**config.mk**
```make
export PLATFORM = sky130hd
export DESIGN_NAME = rv_decode_top
export DESIGN_NICKNAME = d
export VERILOG_FILES = /design/src/hw/rv_decode_pkg.sv /design/src/hw/rv_decode_top.sv /design/src/hw/rv_decode_control.sv /design/src/hw/rv_decode_classify.sv /design/src/hw/rv_decode_latch.sv
export VERILOG_INCLUDE_DIRS = /design/src /design/src/hw
export SDC_FILE = /design/constraint.sdc
export NUM_CORES = 1
export LEC_CHECK = 0
export BUFFER_PORTS_ARGS = -buffer_cell sky130_fd_sc_hd__buf_2
export CELL_PAD_IN_SITES_DETAIL_PLACEMENT = 0
export CELL_PAD_IN_SITES_GLOBAL_PLACEMENT = 2
export CORE_ASPECT_RATIO = 0.9
export CORE_MARGIN = 2
export CORE_UTILIZATION = 38
export DETAILED_ROUTE_END_ITERATION = 7
export PLACE_DENSITY = 0.94
export SYNTH_ARGS = -nofsm -noshare
export SYNTH_HDL_FRONTEND = slang
export SYNTH_HIERARCHICAL = 1
export SYNTH_SLANG_ARGS = --single-unit
```
**constraint.sdc**
```tcl
create_clock -name i_clk -period 4.9 [get_ports i_clk]
set_clock_uncertainty 0.05 [all_clocks]
set_input_delay 0.735 -clock i_clk [delete_from_list [all_inputs] [get_ports i_clk]]
set_output_delay 0.735 -clock i_clk [all_outputs]
set_load 0.01 [all_outputs]
```
**src/hw/rv_decode_consts.svh**
```systemverilog
`ifndef RV_DECODE_CONSTS_SVH
`define RV_DECODE_CONSTS_SVH

// data and instruction width
`define RV_XLEN                 32

// program counter width
`define RV_IADDR_BITS           32

// major opcode, bits 6..2
`define RV_OPC_LOAD             5'b00000
`define RV_OPC_OP_IMM           5'b00100
`define RV_OPC_AUIPC            5'b00101
`define RV_OPC_STORE            5'b01000
`define RV_OPC_OP               5'b01100
`define RV_OPC_LUI              5'b01101
`define RV_OPC_BRANCH           5'b11000
`define RV_OPC_JALR             5'b11001
`define RV_OPC_JAL              5'b11011
`define RV_OPC_SYSTEM           5'b11100

// low opcode bits of a full-size word
`define RV_OPC_FULL             2'b11

// extension enables
`define RV_EXT_M                1'b1
`define RV_EXT_ZICSR            1'b1

`endif
```
**src/hw/rv_decode_pkg.sv**
```systemverilog
`include "rv_decode_consts.svh"

package rv_decode_pkg;

    typedef logic [`RV_XLEN-1:0]       rv_instr_t;
    typedef logic [`RV_IADDR_BITS-1:0] rv_addr_t;
    typedef logic [4:0]                rv_reg_idx_t;
    typedef logic [2:0]                rv_funct3_t;
    typedef logic [5:0]                rv_alu_sub_t;
    typedef logic [11:0]               rv_csr_idx_t;

    // one-hot ALU result class
    typedef struct packed {
        logic cmp;
        logic bits;
        logic shift;
        logic arith;
    } alu_res_t;

    typedef struct packed {
        logic memory;
        logic pc_next;
        logic alu;
    } res_src_t;

    typedef struct packed {
        logic r;
        logic i;
        logic j;
    } src_op2_t;

    // stage 1 output
    typedef struct packed {
        logic      valid;
        rv_instr_t instr;
        rv_addr_t  pc;
        rv_addr_t  pc_next;
        logic      branch_pred;
    } rv_fetch_t;

    // stage 2 output
    typedef struct packed {
        rv_fetch_t           fetch;
        rv_reg_idx_t         rd;
        rv_reg_idx_t         rs1;
        rv_reg_idx_t         rs2;
        rv_funct3_t          funct3;
        logic [6:0]          funct7;
        logic                full;
        logic                load;
        logic                ari;
        logic                arr;
        logic                mul;
        logic                auipc;
        logic                lui;
        logic                store;
        logic                branch;
        logic                jalr;
        logic                jal;
        logic                sys;
        logic                ecall;
        logic                ebreak;
        logic                mret;
        logic                csr_req;
        logic                srai;
        logic                sra;
        logic [`RV_XLEN-1:0] imm_i;
        logic [`RV_XLEN-1:0] imm_j;
    } rv_class_t;

    typedef struct packed {
        rv_addr_t            pc;
        rv_addr_t            pc_next;
        rv_reg_idx_t         rd;
        rv_reg_idx_t         rs1;
        rv_reg_idx_t         rs2;
        logic [`RV_XLEN-1:0] imm_i;
        logic [`RV_XLEN-1:0] imm_j;
        rv_funct3_t          funct3;
        rv_alu_sub_t         alu_sub;
        alu_res_t            alu_res;
        res_src_t            res_src;
        logic                reg_write;
        logic                op1_src;
        src_op2_t            op2_src;
        logic                inst_mret;
        logic                inst_jalr;
        logic                inst_jal;
        logic                inst_branch;
        logic                inst_store;
        logic                inst_csr_req;
        logic                inst_supported;
        logic                branch_pred;
    } rv_dec_t;

    typedef struct packed {
        rv_csr_idx_t idx;
        rv_reg_idx_t imm;
        logic        imm_sel;
        logic        write;
        logic        set;
        logic        clear;
        logic        read;
        logic        ebreak;
    } rv_csr_req_t;

endpackage

```
**src/hw/rv_decode_top.sv**
```systemverilog
`timescale 1ns/1ps

module rv_decode_top
(
    input  logic                       i_clk,
    input  logic                       i_reset,
    input  rv_decode_pkg::rv_instr_t   i_instruction,
    input  logic                       i_ready,
    input  logic                       i_flush,
    input  logic                       i_stall,
    input  rv_decode_pkg::rv_addr_t    i_pc,
    input  logic                       i_branch_pred,
    input  logic                       i_is_compressed,
    output rv_decode_pkg::rv_dec_t     o_dec,
    output rv_decode_pkg::rv_csr_req_t o_csr,
    output logic                       o_valid
);

    import rv_decode_pkg::*;

    rv_fetch_t fetch;
    rv_class_t cls;

    rv_decode_latch u_latch
    (
        .i_clk           (i_clk),
        .i_reset         (i_reset),
        .i_stall         (i_stall),
        .i_flush         (i_flush),
        .i_ready         (i_ready),
        .i_instruction   (i_instruction),
        .i_pc            (i_pc),
        .i_branch_pred   (i_branch_pred),
        .i_is_compressed (i_is_compressed),
        .o_fetch         (fetch)
    );

    rv_decode_classify u_classify
    (
        .i_clk   (i_clk),
        .i_reset (i_reset),
        .i_stall (i_stall),
        .i_flush (i_flush),
        .i_fetch (fetch),
        .o_class (cls)
    );

    rv_decode_control u_control
    (
        .i_clk   (i_clk),
        .i_reset (i_reset),
        .i_stall (i_stall),
        .i_flush (i_flush),
        .i_class (cls),
        .o_dec   (o_dec),
        .o_csr   (o_csr),
        .o_valid (o_valid)
    );

endmodule

```
**src/hw/rv_decode_control.sv**
```systemverilog
`timescale 1ns/1ps

`include "rv_decode_consts.svh"

module rv_decode_control
(
    input  logic                       i_clk,
    input  logic                       i_reset,
    input  logic                       i_stall,
    input  logic                       i_flush,
    input  rv_decode_pkg::rv_class_t   i_class,
    output rv_decode_pkg::rv_dec_t     o_dec,
    output rv_decode_pkg::rv_csr_req_t o_csr,
    output logic                       o_valid
);

    import rv_decode_pkg::*;

    rv_funct3_t  f3;
    logic        int_grp;
    logic        upper_or_mem;
    logic        mul_sub3;
    logic        mul_sub4;
    rv_alu_sub_t alu_sub;
    rv_dec_t     dec;
    rv_csr_req_t csr;
    rv_csr_req_t csr_q;

    assign f3           = i_class.funct3;
    assign int_grp      = i_class.ari | i_class.arr;
    assign upper_or_mem = i_class.lui | i_class.auipc | i_class.jal |
                          i_class.load | i_class.store;

    // M group sub-code bits
    assign mul_sub3 = (f3[2] & !f3[0]) | (!f3[2] & !f3[1] & f3[0]);
    assign mul_sub4 = (f3[2] & !f3[0]) | (!f3[2] & (f3[1] ^ f3[0]));

    always_comb
    begin
        alu_sub[2:0] = upper_or_mem ? 3'b000 : f3;
        alu_sub[3]   = (i_class.branch & f3[0]) | (i_class.mul & mul_sub3);
        if (i_class.branch || i_class.sra || i_class.srai ||
            ((int_grp || i_class.mul) && (f3[2:1] == 2'b01)))
        begin
            alu_sub[4] = 1'b1;
        end
        else if (upper_or_mem || i_class.ari)
        begin
            alu_sub[4] = 1'b0;
        end
        else if (i_class.mul)
        begin
            alu_sub[4] = mul_sub4;
        end
        else
        begin
            alu_sub[4] = i_class.funct7[5];
        end
        alu_sub[5]   = i_class.mul;
    end

    always_comb
    begin
        dec.pc      = i_class.fetch.pc;
        dec.pc_next = i_class.fetch.pc_next;
        dec.rd      = i_class.rd;
        dec.rs1     = i_class.lui ? '0 : i_class.rs1;
        dec.rs2     = i_class.rs2;
        dec.imm_i   = i_class.imm_i;
        dec.imm_j   = i_class.imm_j;
        dec.funct3  = i_class.full ? f3 : 3'b010;
        dec.alu_sub = alu_sub;

        dec.alu_res.cmp   = i_class.branch | (int_grp & (f3[2:1] == 2'b01));
        dec.alu_res.bits  = int_grp & f3[2] & (f3[1:0] != 2'b01);
        dec.alu_res.shift = int_grp & (f3[1:0] == 2'b01);
        dec.alu_res.arith = (i_class.arr & (f3 == 3'b000)) | i_class.load | i_class.store;

        dec.res_src.memory  = i_class.load;
        dec.res_src.pc_next = i_class.jalr | i_class.jal;
        dec.res_src.alu     = i_class.full & !(i_class.load | i_class.jalr | i_class.jal);

        dec.reg_write = i_class.full & !(i_class.branch | i_class.store);
        dec.op1_src   = i_class.auipc | i_class.jal;

        dec.op2_src.j = i_class.jal;
        dec.op2_src.i = i_class.jalr | i_class.load | i_class.ari | i_class.lui |
                        i_class.auipc | i_class.store;
        dec.op2_src.r = i_class.full & !(dec.op2_src.i | i_class.jal);

        dec.inst_mret    = i_class.mret;
        dec.inst_jalr    = i_class.jalr;
        dec.inst_jal     = i_class.jal;
        dec.inst_branch  = i_class.branch;
        dec.inst_store   = i_class.store;
        dec.inst_csr_req = i_class.csr_req;

        // bubbles count as supported
        dec.inst_supported = !i_class.fetch.valid |
                             i_class.load | i_class.arr | i_class.mul | i_class.auipc |
                             i_class.store | i_class.ari | i_class.lui | i_class.branch |
                             i_class.jalr | i_class.jal | i_class.ecall | i_class.ebreak |
                             i_class.csr_req | (i_class.mret & `RV_EXT_ZICSR);
        dec.branch_pred    = i_class.fetch.branch_pred;
    end

    always_comb
    begin
        csr.idx     = i_class.fetch.instr[31:20];
        csr.imm     = i_class.rs1;
        csr.imm_sel = f3[2];
        csr.write   = i_class.csr_req & (f3[1:0] == 2'b01);
        csr.set     = i_class.csr_req & (f3[1:0] == 2'b10);
        csr.clear   = i_class.csr_req & (f3[1:0] == 2'b11);
        csr.read    = i_class.csr_req;
        csr.ebreak  = i_class.ebreak;
    end

    always_ff @(posedge i_clk)
    begin
        if (i_reset || i_flush)
        begin
            o_valid              <= 1'b0;
            // bubble is supported, with funct3 010
            o_dec                <= '0;
            o_dec.funct3         <= 3'b010;
            o_dec.inst_supported <= 1'b1;
            csr_q                <= '0;
        end
        else if (!i_stall)
        begin
            o_valid <= i_class.fetch.valid;
            o_dec   <= dec;
            csr_q   <= csr;
        end
    end

    // side-effect strobes must not repeat while the pipe is frozen
    always_comb
    begin
        o_csr       = csr_q;
        o_csr.write = csr_q.write & !i_stall;
        o_csr.set   = csr_q.set & !i_stall;
        o_csr.clear = csr_q.clear & !i_stall;
    end

endmodule

```
**src/hw/rv_decode_classify.sv**
```systemverilog
`timescale 1ns/1ps

`include "rv_decode_consts.svh"

module rv_decode_classify
(
    input  logic                     i_clk,
    input  logic                     i_reset,
    input  logic                     i_stall,
    input  logic                     i_flush,
    input  rv_decode_pkg::rv_fetch_t i_fetch,
    output rv_decode_pkg::rv_class_t o_class
);

    import rv_decode_pkg::*;

    rv_instr_t           instr;
    logic [4:0]          opc;
    rv_funct3_t          funct3;
    logic [6:0]          funct7;
    logic [11:0]         funct12;
    logic                full;
    logic                sys_f3_zero;
    logic [`RV_XLEN-1:0] imm_i;
    logic [`RV_XLEN-1:0] imm_s;
    logic [`RV_XLEN-1:0] imm_b;
    logic [`RV_XLEN-1:0] imm_u;
    logic [`RV_XLEN-1:0] imm_j;
    rv_class_t           cls;

    assign instr   = i_fetch.instr;
    assign opc     = instr[6:2];
    assign funct3  = instr[14:12];
    assign funct7  = instr[31:25];
    assign funct12 = instr[31:20];
    assign full    = (instr[1:0] == `RV_OPC_FULL);

    assign imm_i = { {21{instr[31]}}, instr[30:20] };
    assign imm_s = { {21{instr[31]}}, instr[30:25], instr[11:7] };
    assign imm_b = { {20{instr[31]}}, instr[7], instr[30:25], instr[11:8], 1'b0 };
    assign imm_u = { instr[31:12], 12'b0 };
    assign imm_j = { {12{instr[31]}}, instr[19:12], instr[20], instr[30:21], 1'b0 };

    always_comb
    begin
        cls        = '0;
        cls.fetch  = i_fetch;
        cls.rd     = instr[11:7];
        cls.rs1    = instr[19:15];
        cls.rs2    = instr[24:20];
        cls.funct3 = funct3;
        cls.funct7 = funct7;
        cls.full   = full;

        cls.load   = full & (opc == `RV_OPC_LOAD);
        cls.ari    = full & (opc == `RV_OPC_OP_IMM);
        cls.auipc  = full & (opc == `RV_OPC_AUIPC);
        cls.store  = full & (opc == `RV_OPC_STORE);
        cls.lui    = full & (opc == `RV_OPC_LUI);
        cls.branch = full & (opc == `RV_OPC_BRANCH);
        cls.jalr   = full & (opc == `RV_OPC_JALR) & (funct3 == 3'b000);
        cls.jal    = full & (opc == `RV_OPC_JAL);
        cls.sys    = full & (opc == `RV_OPC_SYSTEM);

        // funct7[0] splits the OP space into base and M
        cls.arr    = full & (opc == `RV_OPC_OP) & !funct7[0];
        cls.mul    = full & (opc == `RV_OPC_OP) & funct7[0] & `RV_EXT_M;

        cls.ecall   = cls.sys & sys_f3_zero & (funct12 == 12'h000);
        cls.ebreak  = cls.sys & sys_f3_zero & (funct12 == 12'h001);
        cls.mret    = cls.sys & sys_f3_zero & (funct12 == 12'h302);
        cls.csr_req = cls.sys & !sys_f3_zero & `RV_EXT_ZICSR;

        // arithmetic right shifts
        cls.srai = cls.ari & (funct3 == 3'b101) & funct7[5];
        cls.sra  = cls.arr & (funct3 == 3'b101) & funct7[5];

        if (cls.lui || cls.auipc)
        begin
            cls.imm_i = imm_u;
        end
        else if (cls.store)
        begin
            cls.imm_i = imm_s;
        end
        else
        begin
            cls.imm_i = imm_i;
        end

        cls.imm_j = cls.jal ? imm_j : imm_b;
    end

    assign sys_f3_zero = (funct3 == 3'b000);

    always_ff @(posedge i_clk)
    begin
        if (i_reset || i_flush)
        begin
            o_class <= '0;
        end
        else if (!i_stall)
        begin
            o_class <= cls;
        end
    end

endmodule

```
**src/hw/rv_decode_latch.sv**
```systemverilog
`timescale 1ns/1ps

module rv_decode_latch
(
    input  logic                     i_clk,
    input  logic                     i_reset,
    input  logic                     i_stall,
    input  logic                     i_flush,
    input  logic                     i_ready,
    input  rv_decode_pkg::rv_instr_t i_instruction,
    input  rv_decode_pkg::rv_addr_t  i_pc,
    input  logic                     i_branch_pred,
    input  logic                     i_is_compressed,
    output rv_decode_pkg::rv_fetch_t o_fetch
);

    import rv_decode_pkg::*;

    logic      accept;
    rv_addr_t  pc_step;
    rv_fetch_t fetch;

    assign accept  = i_ready & !i_flush;

    // 2 for a compressed word, 4 otherwise
    assign pc_step = i_is_compressed ? rv_addr_t'(2) : rv_addr_t'(4);

    always_comb
    begin
        fetch = '0;
        if (accept)
        begin
            fetch.valid       = 1'b1;
            fetch.instr       = i_instruction;
            fetch.pc          = i_pc;
            fetch.pc_next     = i_pc + pc_step;
            fetch.branch_pred = i_branch_pred;
        end
    end

    always_ff @(posedge i_clk)
    begin
        if (i_reset || i_flush)
        begin
            o_fetch <= '0;
        end
        else if (!i_stall)
        begin
            o_fetch <= fetch;
        end
    end

endmodule

```
==> results of run 1 <==
## metrics by stage
stage / hold WS [ps] / std cells / util / setup slack (ps) / area, sq um
after floorplan: 366 / 1772 / - / 2430 / 17200
after global placement: 386 / 2468 / 0.414 / 2110 / 18400
after detailed placement: 390 / 2468 / 0.414 / 2080 / 18400
after CTS: 294 / 2555 / 0.451 / 2090 / 20000
after global routing: 309 / 2558 / 0.451 / 1970 / 20000
final: 326 / 2558 / 0.451 / 2080 / 20000
## final cells by class
cell class	count	share of cell area
clock inverters	16	0.0115
inverters	11	0.00206
well taps	600	0.0375
clock buffers	71	0.0693
multi-input cells	1135	0.363
flip-flops and latches	443	0.443
diodes	3	0.000375
repair buffers	279	0.0731
## cell usage in the layout (no fill, tap or decap), types with 12 or more instances in the layout
| master | instances |
|---|---|
| a22oi_1 | 85 |
| clkbuf_1 | 13 |
| dfxtp_1 | 443 |
| nor2b_1 | 15 |
| o21ai_1 | 24 |
| nand2_1 | 76 |
| o21ai_0 | 37 |
| nand3_1 | 19 |
| mux2i_1 | 247 |
| nor4_1 | 12 |
| xor2_1 | 12 |
| a211oi_1 | 24 |
| nor2_1 | 385 |
| buf_2 | 265 |
| clkbuf_16 | 48 |
| o31ai_1 | 16 |
| xnor2_1 | 17 |
| a21oi_1 | 44 |
| nand4_1 | 16 |
## where the power goes
part           internal (W)  total [W]  switching [W]
Combinational      0.000126   0.000381       0.000255
Clock               0.00214    0.00367        0.00153
Sequential          0.00363    0.00365      0.0000219
Total               0.00589    0.00769        0.00180
## layer usage
layer,up-vias,global-route usage,routed length (microns)
met5,-,0,48
met4,8,0.0766,1550
met3,91,0.0467,3440
met2,431,0.295,20400
met1,6294,0.300,24100
li1,6373,-,-
## final timing paths
| kind | slack, ps | depth (start not counted) | to |
|---|---|---|---|
| setup / recovery | 2080 | 4 | o_csr[2] |
| hold / removal | 330 | 3 | u_latch/o_fetch[74] |
| setup reg to reg | 2890 | 3 | u_classify/o_class[36] |
| hold reg to reg | 390 | 2 | u_latch/o_fetch[24] |
## sequential cells by signal (all words and copies together) (netlist names)
register,flops
u_control/o_dec,170
u_control/o_csr,20
u_latch/o_fetch,97
u_control/o_valid,1
u_classify/o_class,152
u_control/csr_q,3
## worst register-to-register path, delay by kind of cell, from the launching register on
| kind | cells | cell delay (ps) |
|---|---|---|
| AO/OA/AOI/OAI | 2 | 820 |
| flip-flops | 1 | 590 |
| AND/OR/NAND/NOR | 1 | 420 |
==> results.sh, run 1 <==
export IMPL_status="finished clean"
export IMPL_cpPeakStageDelay_ps=610
export IMPL_dr_pass1_iters=5
export IMPL_final_nets=1996
export IMPL_num_rows=73
export IMPL_htreeDepth=2
export IMPL_syn_to_final_growth_pct=16.7
export IMPL_tightestPinTransition_ps=1230
export IMPL_pin_count=267
export IMPL_cts_setup_buffers=0
export IMPL_cts_max_path_buffers=3
export IMPL_fp_dieH_microns=206
export IMPL_startpoint_type="input pin"
export IMPL_cts_tree="yes"
export IMPL_maxSlewHeadroom=0.182
export IMPL_drtIter0Drc=962
export IMPL_clk_pin_slew_ps=60
export IMPL_place_congestion=0.833
export IMPL_cp_max_fo=69
export IMPL_synthCells=1772
export IMPL_maxCapViolations=0
export IMPL_setup_viol=0
export IMPL_io_buffers=266
export IMPL_fin_total_pwr_w=0.00769
export IMPL_fmax_ghz=0.354
export IMPL_hpwl_microns=33500
export IMPL_cts_hold_buf=0
export IMPL_rsz0062_at_grt="no"
export IMPL_grt_overflow=0
export IMPL_crit_family="buffers and inverters"
export IMPL_syn_cell_area_sq_mm=0.0172
export IMPL_postSynthNetCount=1850
export IMPL_finalMaxSlewViolations=0
export IMPL_hold_start="i_instruction[9]"
export IMPL_ant_nets=0
export IMPL_worstPathRequired_ps=4120
export IMPL_start_util=0.387
export IMPL_num_vias=13200
export IMPL_die_area_sq_mm=0.0469
export IMPL_cpMaxStageDelayCell="buf_4"
export IMPL_worstPathArrival_ps=2040
export IMPL_grt_start_max_net_pins=171
export IMPL_multi_input_comb_area_sq_mm=0.00727
export IMPL_path_cells="buf_8, buf_4, nor2b_1, buf_2"
export IMPL_viasPerCell=5.16
export IMPL_coreArea_sq_mm=0.0444
export IMPL_cts_resized=0
export IMPL_drcViolationCount=0
export IMPL_regArea_sq_mm=0.00887
export IMPL_r2r_start="u_latch/o_fetch[69]"
export IMPL_cts_buffers=48
export IMPL_grt_pass1_vias=12400
export IMPL_synth_avg_cell_area_sq_um=9.68
export IMPL_criticalPathCategory="input pin to primary output"
export IMPL_antenna_found_initial=9
export IMPL_cts_sinks=443
export IMPL_startpoint="i_stall"
export IMPL_power_per_cell_area_mw_per_mm2=384
export IMPL_holdCritPathClass="input pin to flop"
export IMPL_hold_viol=0
export IMPL_yosys_warnings=6
export IMPL_fin_crit_sh=0.576
export IMPL_fill_cells=4397
export IMPL_post_drt_wl_per_cell_microns=19.3
export IMPL_endpoint_kind="primary output"
export IMPL_wl_microns=49500
export IMPL_drive_gt1_frac=0.198
export IMPL_fp_dieW_microns=228
export IMPL_grt_total_usage=0.206
export IMPL_grt_pass1_wl_microns=75500
export IMPL_clk_latency_ps=600
export IMPL_clock_tree_root_cell="clkbuf_16"
export IMPL_path_buf_inv=3
export IMPL_tns_ps=0
export IMPL_irDropWorstVdd_v=0.000221
export IMPL_p_leak_nw=8.29
export IMPL_period_needed_ps=2820
(Power assumes the default switching activity.)
==> inputs of run 2 (changes only) <==
--- a/config.mk
+++ b/config.mk
@@ -11,9 +11,9 @@
 export CELL_PAD_IN_SITES_GLOBAL_PLACEMENT = 2
 export CORE_ASPECT_RATIO = 0.9
 export CORE_MARGIN = 2
-export CORE_UTILIZATION = 38
+export CORE_UTILIZATION = 32
 export DETAILED_ROUTE_END_ITERATION = 7
-export PLACE_DENSITY = 0.94
+export PLACE_DENSITY = 0.86
 export SYNTH_ARGS = -nofsm -noshare
 export SYNTH_HDL_FRONTEND = slang
 export SYNTH_HIERARCHICAL = 1
==> constraint.sdc (replaced) <==
create_clock -name i_clk -period 2.5 [get_ports i_clk]
set_clock_uncertainty 0.05 [all_clocks]
set_input_delay 0.375 -clock i_clk [delete_from_list [all_inputs] [get_ports i_clk]]
set_output_delay 0.375 -clock i_clk [all_outputs]
set_load 0.01 [all_outputs]
==> run 2 against run 1 <==
Non-clock buffer count is 48 higher. Register-to-register slack got worse by 2500 ps. Largest power group unchanged. Worst hold slack got worse by 300 ps. Clock power rose by 100%. Highest routed layer unchanged. Via count is 0.99% higher.
==> results.sh, run 2 (synthesis gave the netlist of run 1 again) <==
export IMPL_io_buffers=266
export IMPL_r2r_cells=3
export IMPL_htreeDepth=2
export IMPL_final_common_cell="dfxtp_1"
export IMPL_ant_nets=0
export IMPL_maxCapViolations=0
export IMPL_final_nets=2044
export IMPL_grt_overflow=0
export IMPL_crit_family="simple AND/OR/NAND/NOR gates"
export IMPL_drtIter0Drc=934
export IMPL_drcViolationCount=0
export IMPL_grt_start_max_net_pins=80
export IMPL_p_sw_w=0.00355
export IMPL_largest_reg_flops=170
export IMPL_cpMaxStageDelayCell="dlygate4sd3_1"
export IMPL_hpwl_microns=35800
export IMPL_hold_viol=0
export IMPL_clock_tree_root_cell="clkbuf_16"
export IMPL_endpoint_kind="flop"
export IMPL_holdCritPathClass="input pin to flop"
export IMPL_cts_max_path_buffers=3
export IMPL_path_cells="dlygate4sd3_1, buf_2, ha_1, inv_1, fa_1, and4b_1, nand4_2, nor4_2, xnor2_1, o21ai_1"
export IMPL_pin_count=267
export IMPL_clk_pin_slew_ps=60
export IMPL_viasPerCell=4.93
export IMPL_dr_pass1_iters=5
export IMPL_fmax_ghz=0.441
export IMPL_period_needed_ps=2270
export IMPL_cts_resized=0
export IMPL_finalMaxSlewViolations=0
export IMPL_tightestPinTransition_ps=780
export IMPL_fp_dieH_microns=224
export IMPL_start_util=0.323
export IMPL_num_vias=13300
export IMPL_p_leak_nw=8.59
export IMPL_drive_gt1_frac=0.208
export IMPL_cts_sinks=443
export IMPL_min_path_cells=3
export IMPL_grt_total_usage=0.179
export IMPL_maxSlewHeadroom=0.475
export IMPL_cts_tree="yes"
export IMPL_regArea_sq_mm=0.00887
export IMPL_syn_to_final_growth_pct=20.9
export IMPL_startpoint_type="input pin"
export IMPL_fp_dieW_microns=248
export IMPL_status="finished clean"
export IMPL_place_congestion=0.826
export IMPL_tns_ps=0
export IMPL_power_per_cell_area_mw_per_mm2=746
export IMPL_cpPeakStageDelay_ps=510
export IMPL_clk_latency_ps=590
export IMPL_cp_num_cells=10
export IMPL_setup_viol=0
export IMPL_fill_cells=5318
export IMPL_wl_microns=51200
export IMPL_criticalPathCategory="input pin to flop"
export IMPL_coreArea_sq_mm=0.0531
export IMPL_cts_buffers=48
export IMPL_post_drt_wl_per_cell_microns=18.9
export IMPL_multi_input_comb_area_sq_mm=0.00727
export IMPL_grt_pass1_wl_microns=76700
export IMPL_final_cell_mix="dfxtp_1 (443), nor2_1 (386), buf_2 (265)"
export IMPL_worstPathArrival_ps=2690
export IMPL_largest_register="u_control/o_dec"
export IMPL_switching_share=0.230
export IMPL_antenna_found_initial=7
export IMPL_grt_pass1_vias=12600
export IMPL_worstPathRequired_ps=2920
export IMPL_cts_setup_buffers=0
export IMPL_dp_cells=2589
export IMPL_p_comb_frac=0.053
export IMPL_rsz0062_at_grt="no"
export IMPL_irDropWorstVdd_v=0.000455
export IMPL_pwr_share_clk=0.485
export IMPL_cp_max_fo=4
export IMPL_p_int_w=0.0119
export IMPL_path_buf_inv=3
export IMPL_num_rows=80
export IMPL_fin_crit_sh=0.908
export IMPL_largestRegisters="u_control/o_dec: 170 flops, u_classify/o_class: 152 flops, u_latch/o_fetch: 97 flops"
export IMPL_die_area_sq_mm=0.0555
export IMPL_pwr_share_seq=0.462
export IMPL_finalNonFillerCells=2706
## run 2: final cells by class
| class | instances | share of cell area |
|---|---|---|
| flip-flops and latches | 443 | 0.428 |
| multi-input cells | 1135 | 0.350 |
| repair buffers | 327 | 0.0963 |
| clock buffers | 68 | 0.0668 |
| well taps | 697 | 0.0420 |
| clock inverters | 21 | 0.0145 |
| inverters | 11 | 0.00199 |
| diodes | 4 | 0.000483 |
## run 2: metal layers
metal / global-route usage / part of all wire / wire, microns / vias up
li1: - / - / - / 6485
met1: 0.254 / 0.48 / 24400 / 6391
met2: 0.270 / 0.43 / 22200 / 375
met3: 0.0424 / 0.068 / 3470 / 71
met4: 0.0515 / 0.022 / 1110 / 6
met5: 0 / 0.00080 / 41 / -
## run 2: stage by stage
| stage | setup WS, ps | cell area, sq um | power [W] | hold WS (ps) | util |
|---|---|---|---|---|---|
| finish | 231 | 20700 | 0.0155 | 22.5 | 0.391 |
| global placement | 140 | 18800 | 0.00808 | 386 | 0.355 |
| CTS | 273 | 20700 | 0.0157 | 0.911 | 0.391 |
| floorplan | 387 | 17200 | 0.00779 | 366 | - |
| detailed placement | 130 | 18800 | 0.00809 | 392 | 0.355 |
| global route | 105 | 20700 | 0.0160 | 5.00 | 0.391 |
## run 2: worst reg2reg max path, delay by kind of cell, from the launching register on
kind            cells  cell delay [ps]
flops               1              580
simple gates        1              340
compound gates      2              940
## run 2: power groups by stage
stage | registers (W) | clock network, W | logic, W
6_report | 0.00715 | 0.00751 | 0.000817
5_1_grt | 0.00715 | 0.00798 | 0.000877
4_1_cts | 0.00715 | 0.00771 | 0.000819
3_5_place_dp | 0.00731 | 0 | 0.000784
3_3_place_gp | 0.00730 | 0 | 0.000776
2_1_floorplan | 0.00729 | 0 | 0.000503
## run 2: timing repair
action	in CTS	in global routing
hold buffers	24	0
endpoints found under the setup margin	0	0
endpoints found under the hold margin	24	0
## run 2: worst paths after layout
| check | startpoint | endpoint | slack, ps |
|---|---|---|---|
| worst max register to register | u_latch/o_fetch[69] | u_classify/o_class[35] | 440 |
| worst min-delay path | i_instruction[4] | u_latch/o_fetch[69] | 20 |
| worst min register to register | u_latch/o_fetch[23] | u_latch/o_fetch[23] | 400 |
| worst max-delay path | i_pc[1] | u_latch/o_fetch[32] | 230 |
==> inputs of run 3 (changes only) <==
--- a/config.mk
+++ b/config.mk
@@ -13,7 +13,7 @@
 export CORE_MARGIN = 2
 export CORE_UTILIZATION = 32
 export DETAILED_ROUTE_END_ITERATION = 7
-export PLACE_DENSITY = 0.86
+export PLACE_DENSITY = 0.87
 export SYNTH_ARGS = -nofsm -noshare
 export SYNTH_HDL_FRONTEND = slang
 export SYNTH_HIERARCHICAL = 1
==> run 3 against run 2 <==
Global-route usage shrank 0.19 points. Core utilization shrank 0.24 points. Register-to-register slack lost 60 ps. Routed wire length shrank 1.7%. Die area is the same. Cell count is essentially flat. Critical path type unchanged.
==> results.sh, run 3 (synthesis gave the netlist of run 1 again) <==
export IMPL_status="finished clean"
export IMPL_dr_pass1_iters=5
export IMPL_grt_overflow=0
export IMPL_endpoint="u_latch/o_fetch[32]"
export IMPL_finalNonFillerCells=2704
export IMPL_worstPathArrival_ps=2640
export IMPL_fmax_ghz=0.449
export IMPL_startpoint_type="input pin"
export IMPL_r2r_cells=3
export IMPL_grt_total_usage=0.177
export IMPL_startpoint="i_pc[1]"
export IMPL_wl_microns=50400
export IMPL_clk_pin_slew_ps=60
export IMPL_r2r_end="u_classify/o_class[32]"
export IMPL_cts_buffers=47
export IMPL_cp_num_cells=10
export IMPL_htreeDepth=2
export IMPL_irDropWorstVdd_v=0.000463
export IMPL_final_common_cell="dfxtp_1"
export IMPL_hpwl_microns=34900
export IMPL_fill_cells=5303
export IMPL_largest_reg_flops=170
export IMPL_path_cells="dlygate4sd3_1, buf_2, ha_1, inv_1, fa_1, and4b_1, nand4_2, nor4_2, xnor2_1, o21ai_1"
export IMPL_r2r_start="u_latch/o_fetch[69]"
export IMPL_period_needed_ps=2230
export IMPL_drtIter0Drc=878
export IMPL_die_area_sq_mm=0.0555
export IMPL_largestRegisters="u_control/o_dec: 170 flops, u_classify/o_class: 152 flops, u_latch/o_fetch: 97 flops"
export IMPL_place_congestion=0.843
export IMPL_final_cell_mix="dfxtp_1 (443), nor2_1 (386), buf_2 (265)"
export IMPL_ant_nets=0
export IMPL_cts_sinks=443
export IMPL_final_nets=2046
export IMPL_cts_setup_buffers=0
export IMPL_viasPerCell=4.89
export IMPL_rsz0062_at_grt="no"
export IMPL_grt_start_max_net_pins=101
export IMPL_criticalPathCategory="input pin to flop"
export IMPL_fin_total_pwr_w=0.0149
export IMPL_clk_latency_ps=580
export IMPL_r2r_setup_slack_ps=380
export IMPL_grt_pass1_vias=12500
export IMPL_num_vias=13200
export IMPL_hold_viol=0
export IMPL_cpMaxStageDelayCell="dlygate4sd3_1"
export IMPL_utilization=0.389
export IMPL_drcViolationCount=0
export IMPL_setup_viol=0
export IMPL_cpPeakStageDelay_ps=530
export IMPL_maxCapViolations=0
export IMPL_fin_crit_sh=0.891
export IMPL_dp_cells=2586
export IMPL_path_buf_inv=3
export IMPL_crit_family="simple AND/OR/NAND/NOR gates"
export IMPL_post_drt_wl_per_cell_microns=18.6
export IMPL_finalMaxSlewViolations=0
export IMPL_coreArea_sq_mm=0.0531
export IMPL_largest_register="u_control/o_dec"
export IMPL_p_leak_nw=8.52
export IMPL_stdcell_area_sq_mm=0.0206
export IMPL_worstPathRequired_ps=2910
export IMPL_grt_pass1_wl_microns=76200
export IMPL_start_util=0.323
export IMPL_fp_dieH_microns=224
export IMPL_pin_count=267
export IMPL_clock_tree_root_cell="clkbuf_16"
export IMPL_drive_gt1_frac=0.202
export IMPL_cts_tree="yes"
export IMPL_placed_area_sq_mm=0.0188
export IMPL_tightestPinTransition_ps=773
export IMPL_syn_to_final_growth_pct=20.1
export IMPL_tns_ps=0
export IMPL_fp_dieW_microns=248
export IMPL_io_buffers=266
export IMPL_maxSlewHeadroom=0.481
export IMPL_endpoint_kind="flop"
export IMPL_num_rows=80
export IMPL_antenna_found_initial=8
export IMPL_power_per_cell_area_mw_per_mm2=721
export IMPL_cts_max_path_buffers=3
export IMPL_cp_max_fo=3
export IMPL_holdCritPathClass="input pin to flop"
run 3: area by class of cell:
class,count,area [sq um],share of cell area
diodes,4,10.0,0.000485
clock buffers,71,1380,0.0668
clock inverters,13,158,0.00765
inverters,11,41.3,0.00200
multi-input cells,1135,7270,0.353
flip-flops and latches,443,8870,0.430
well taps,697,872,0.0423
repair buffers,330,2020,0.0981
run 3: tightest hold or removal path, stage by stage:
cell and delay, ps:
buf_2 100, a22oi_1 60, nor2_1 80
run 3: repair_timing:
action / CTS / global route
hold buffers: 30 / 0
gates resized for setup: 0 / 0
endpoints found under the hold margin: 30 / 0
run 3: power breakdown:
group	switching, W	internal [W]
clock	0.00289	0.00402
combinational	0.000507	0.000303
sequential	0.0000425	0.00711
run 3: per-layer routing:
| layer | global-route usage | routed length [microns] | vias to the layer above |
|---|---|---|---|
| met4 | 0.0553 | 1290 | 6 |
| met2 | 0.261 | 21700 | 409 |
| met5 | 0 | 31 | - |
| met1 | 0.256 | 23900 | 6277 |
| met3 | 0.0410 | 3500 | 75 |
| li1 | - | - | 6454 |
run 3: how the worst min path moves through the flow:
stage,from,endpoint,slack [ps],cells after the start
final,i_instruction[25],u_latch/o_fetch[90],20,3
after global routing,i_instruction[25],u_latch/o_fetch[90],40,3
after CTS,i_instruction[25],u_latch/o_fetch[90],5,3
after detailed placement,u_latch/o_fetch[18],u_latch/o_fetch[18],390,2
after global placement,u_latch/o_fetch[23],u_latch/o_fetch[23],390,2
after floorplan,u_classify/o_class[69],u_classify/o_class[69],370,2
run 3: metrics by stage:
| stage | setup slack, ps | hold WS [ps] |
|---|---|---|
| global route | 121 | 37.4 |
| floorplan | 387 | 366 |
| finish | 273 | 23.0 |
| CTS | 302 | 5.42 |
| detailed placement | 172 | 387 |
| global placement | 183 | 389 |
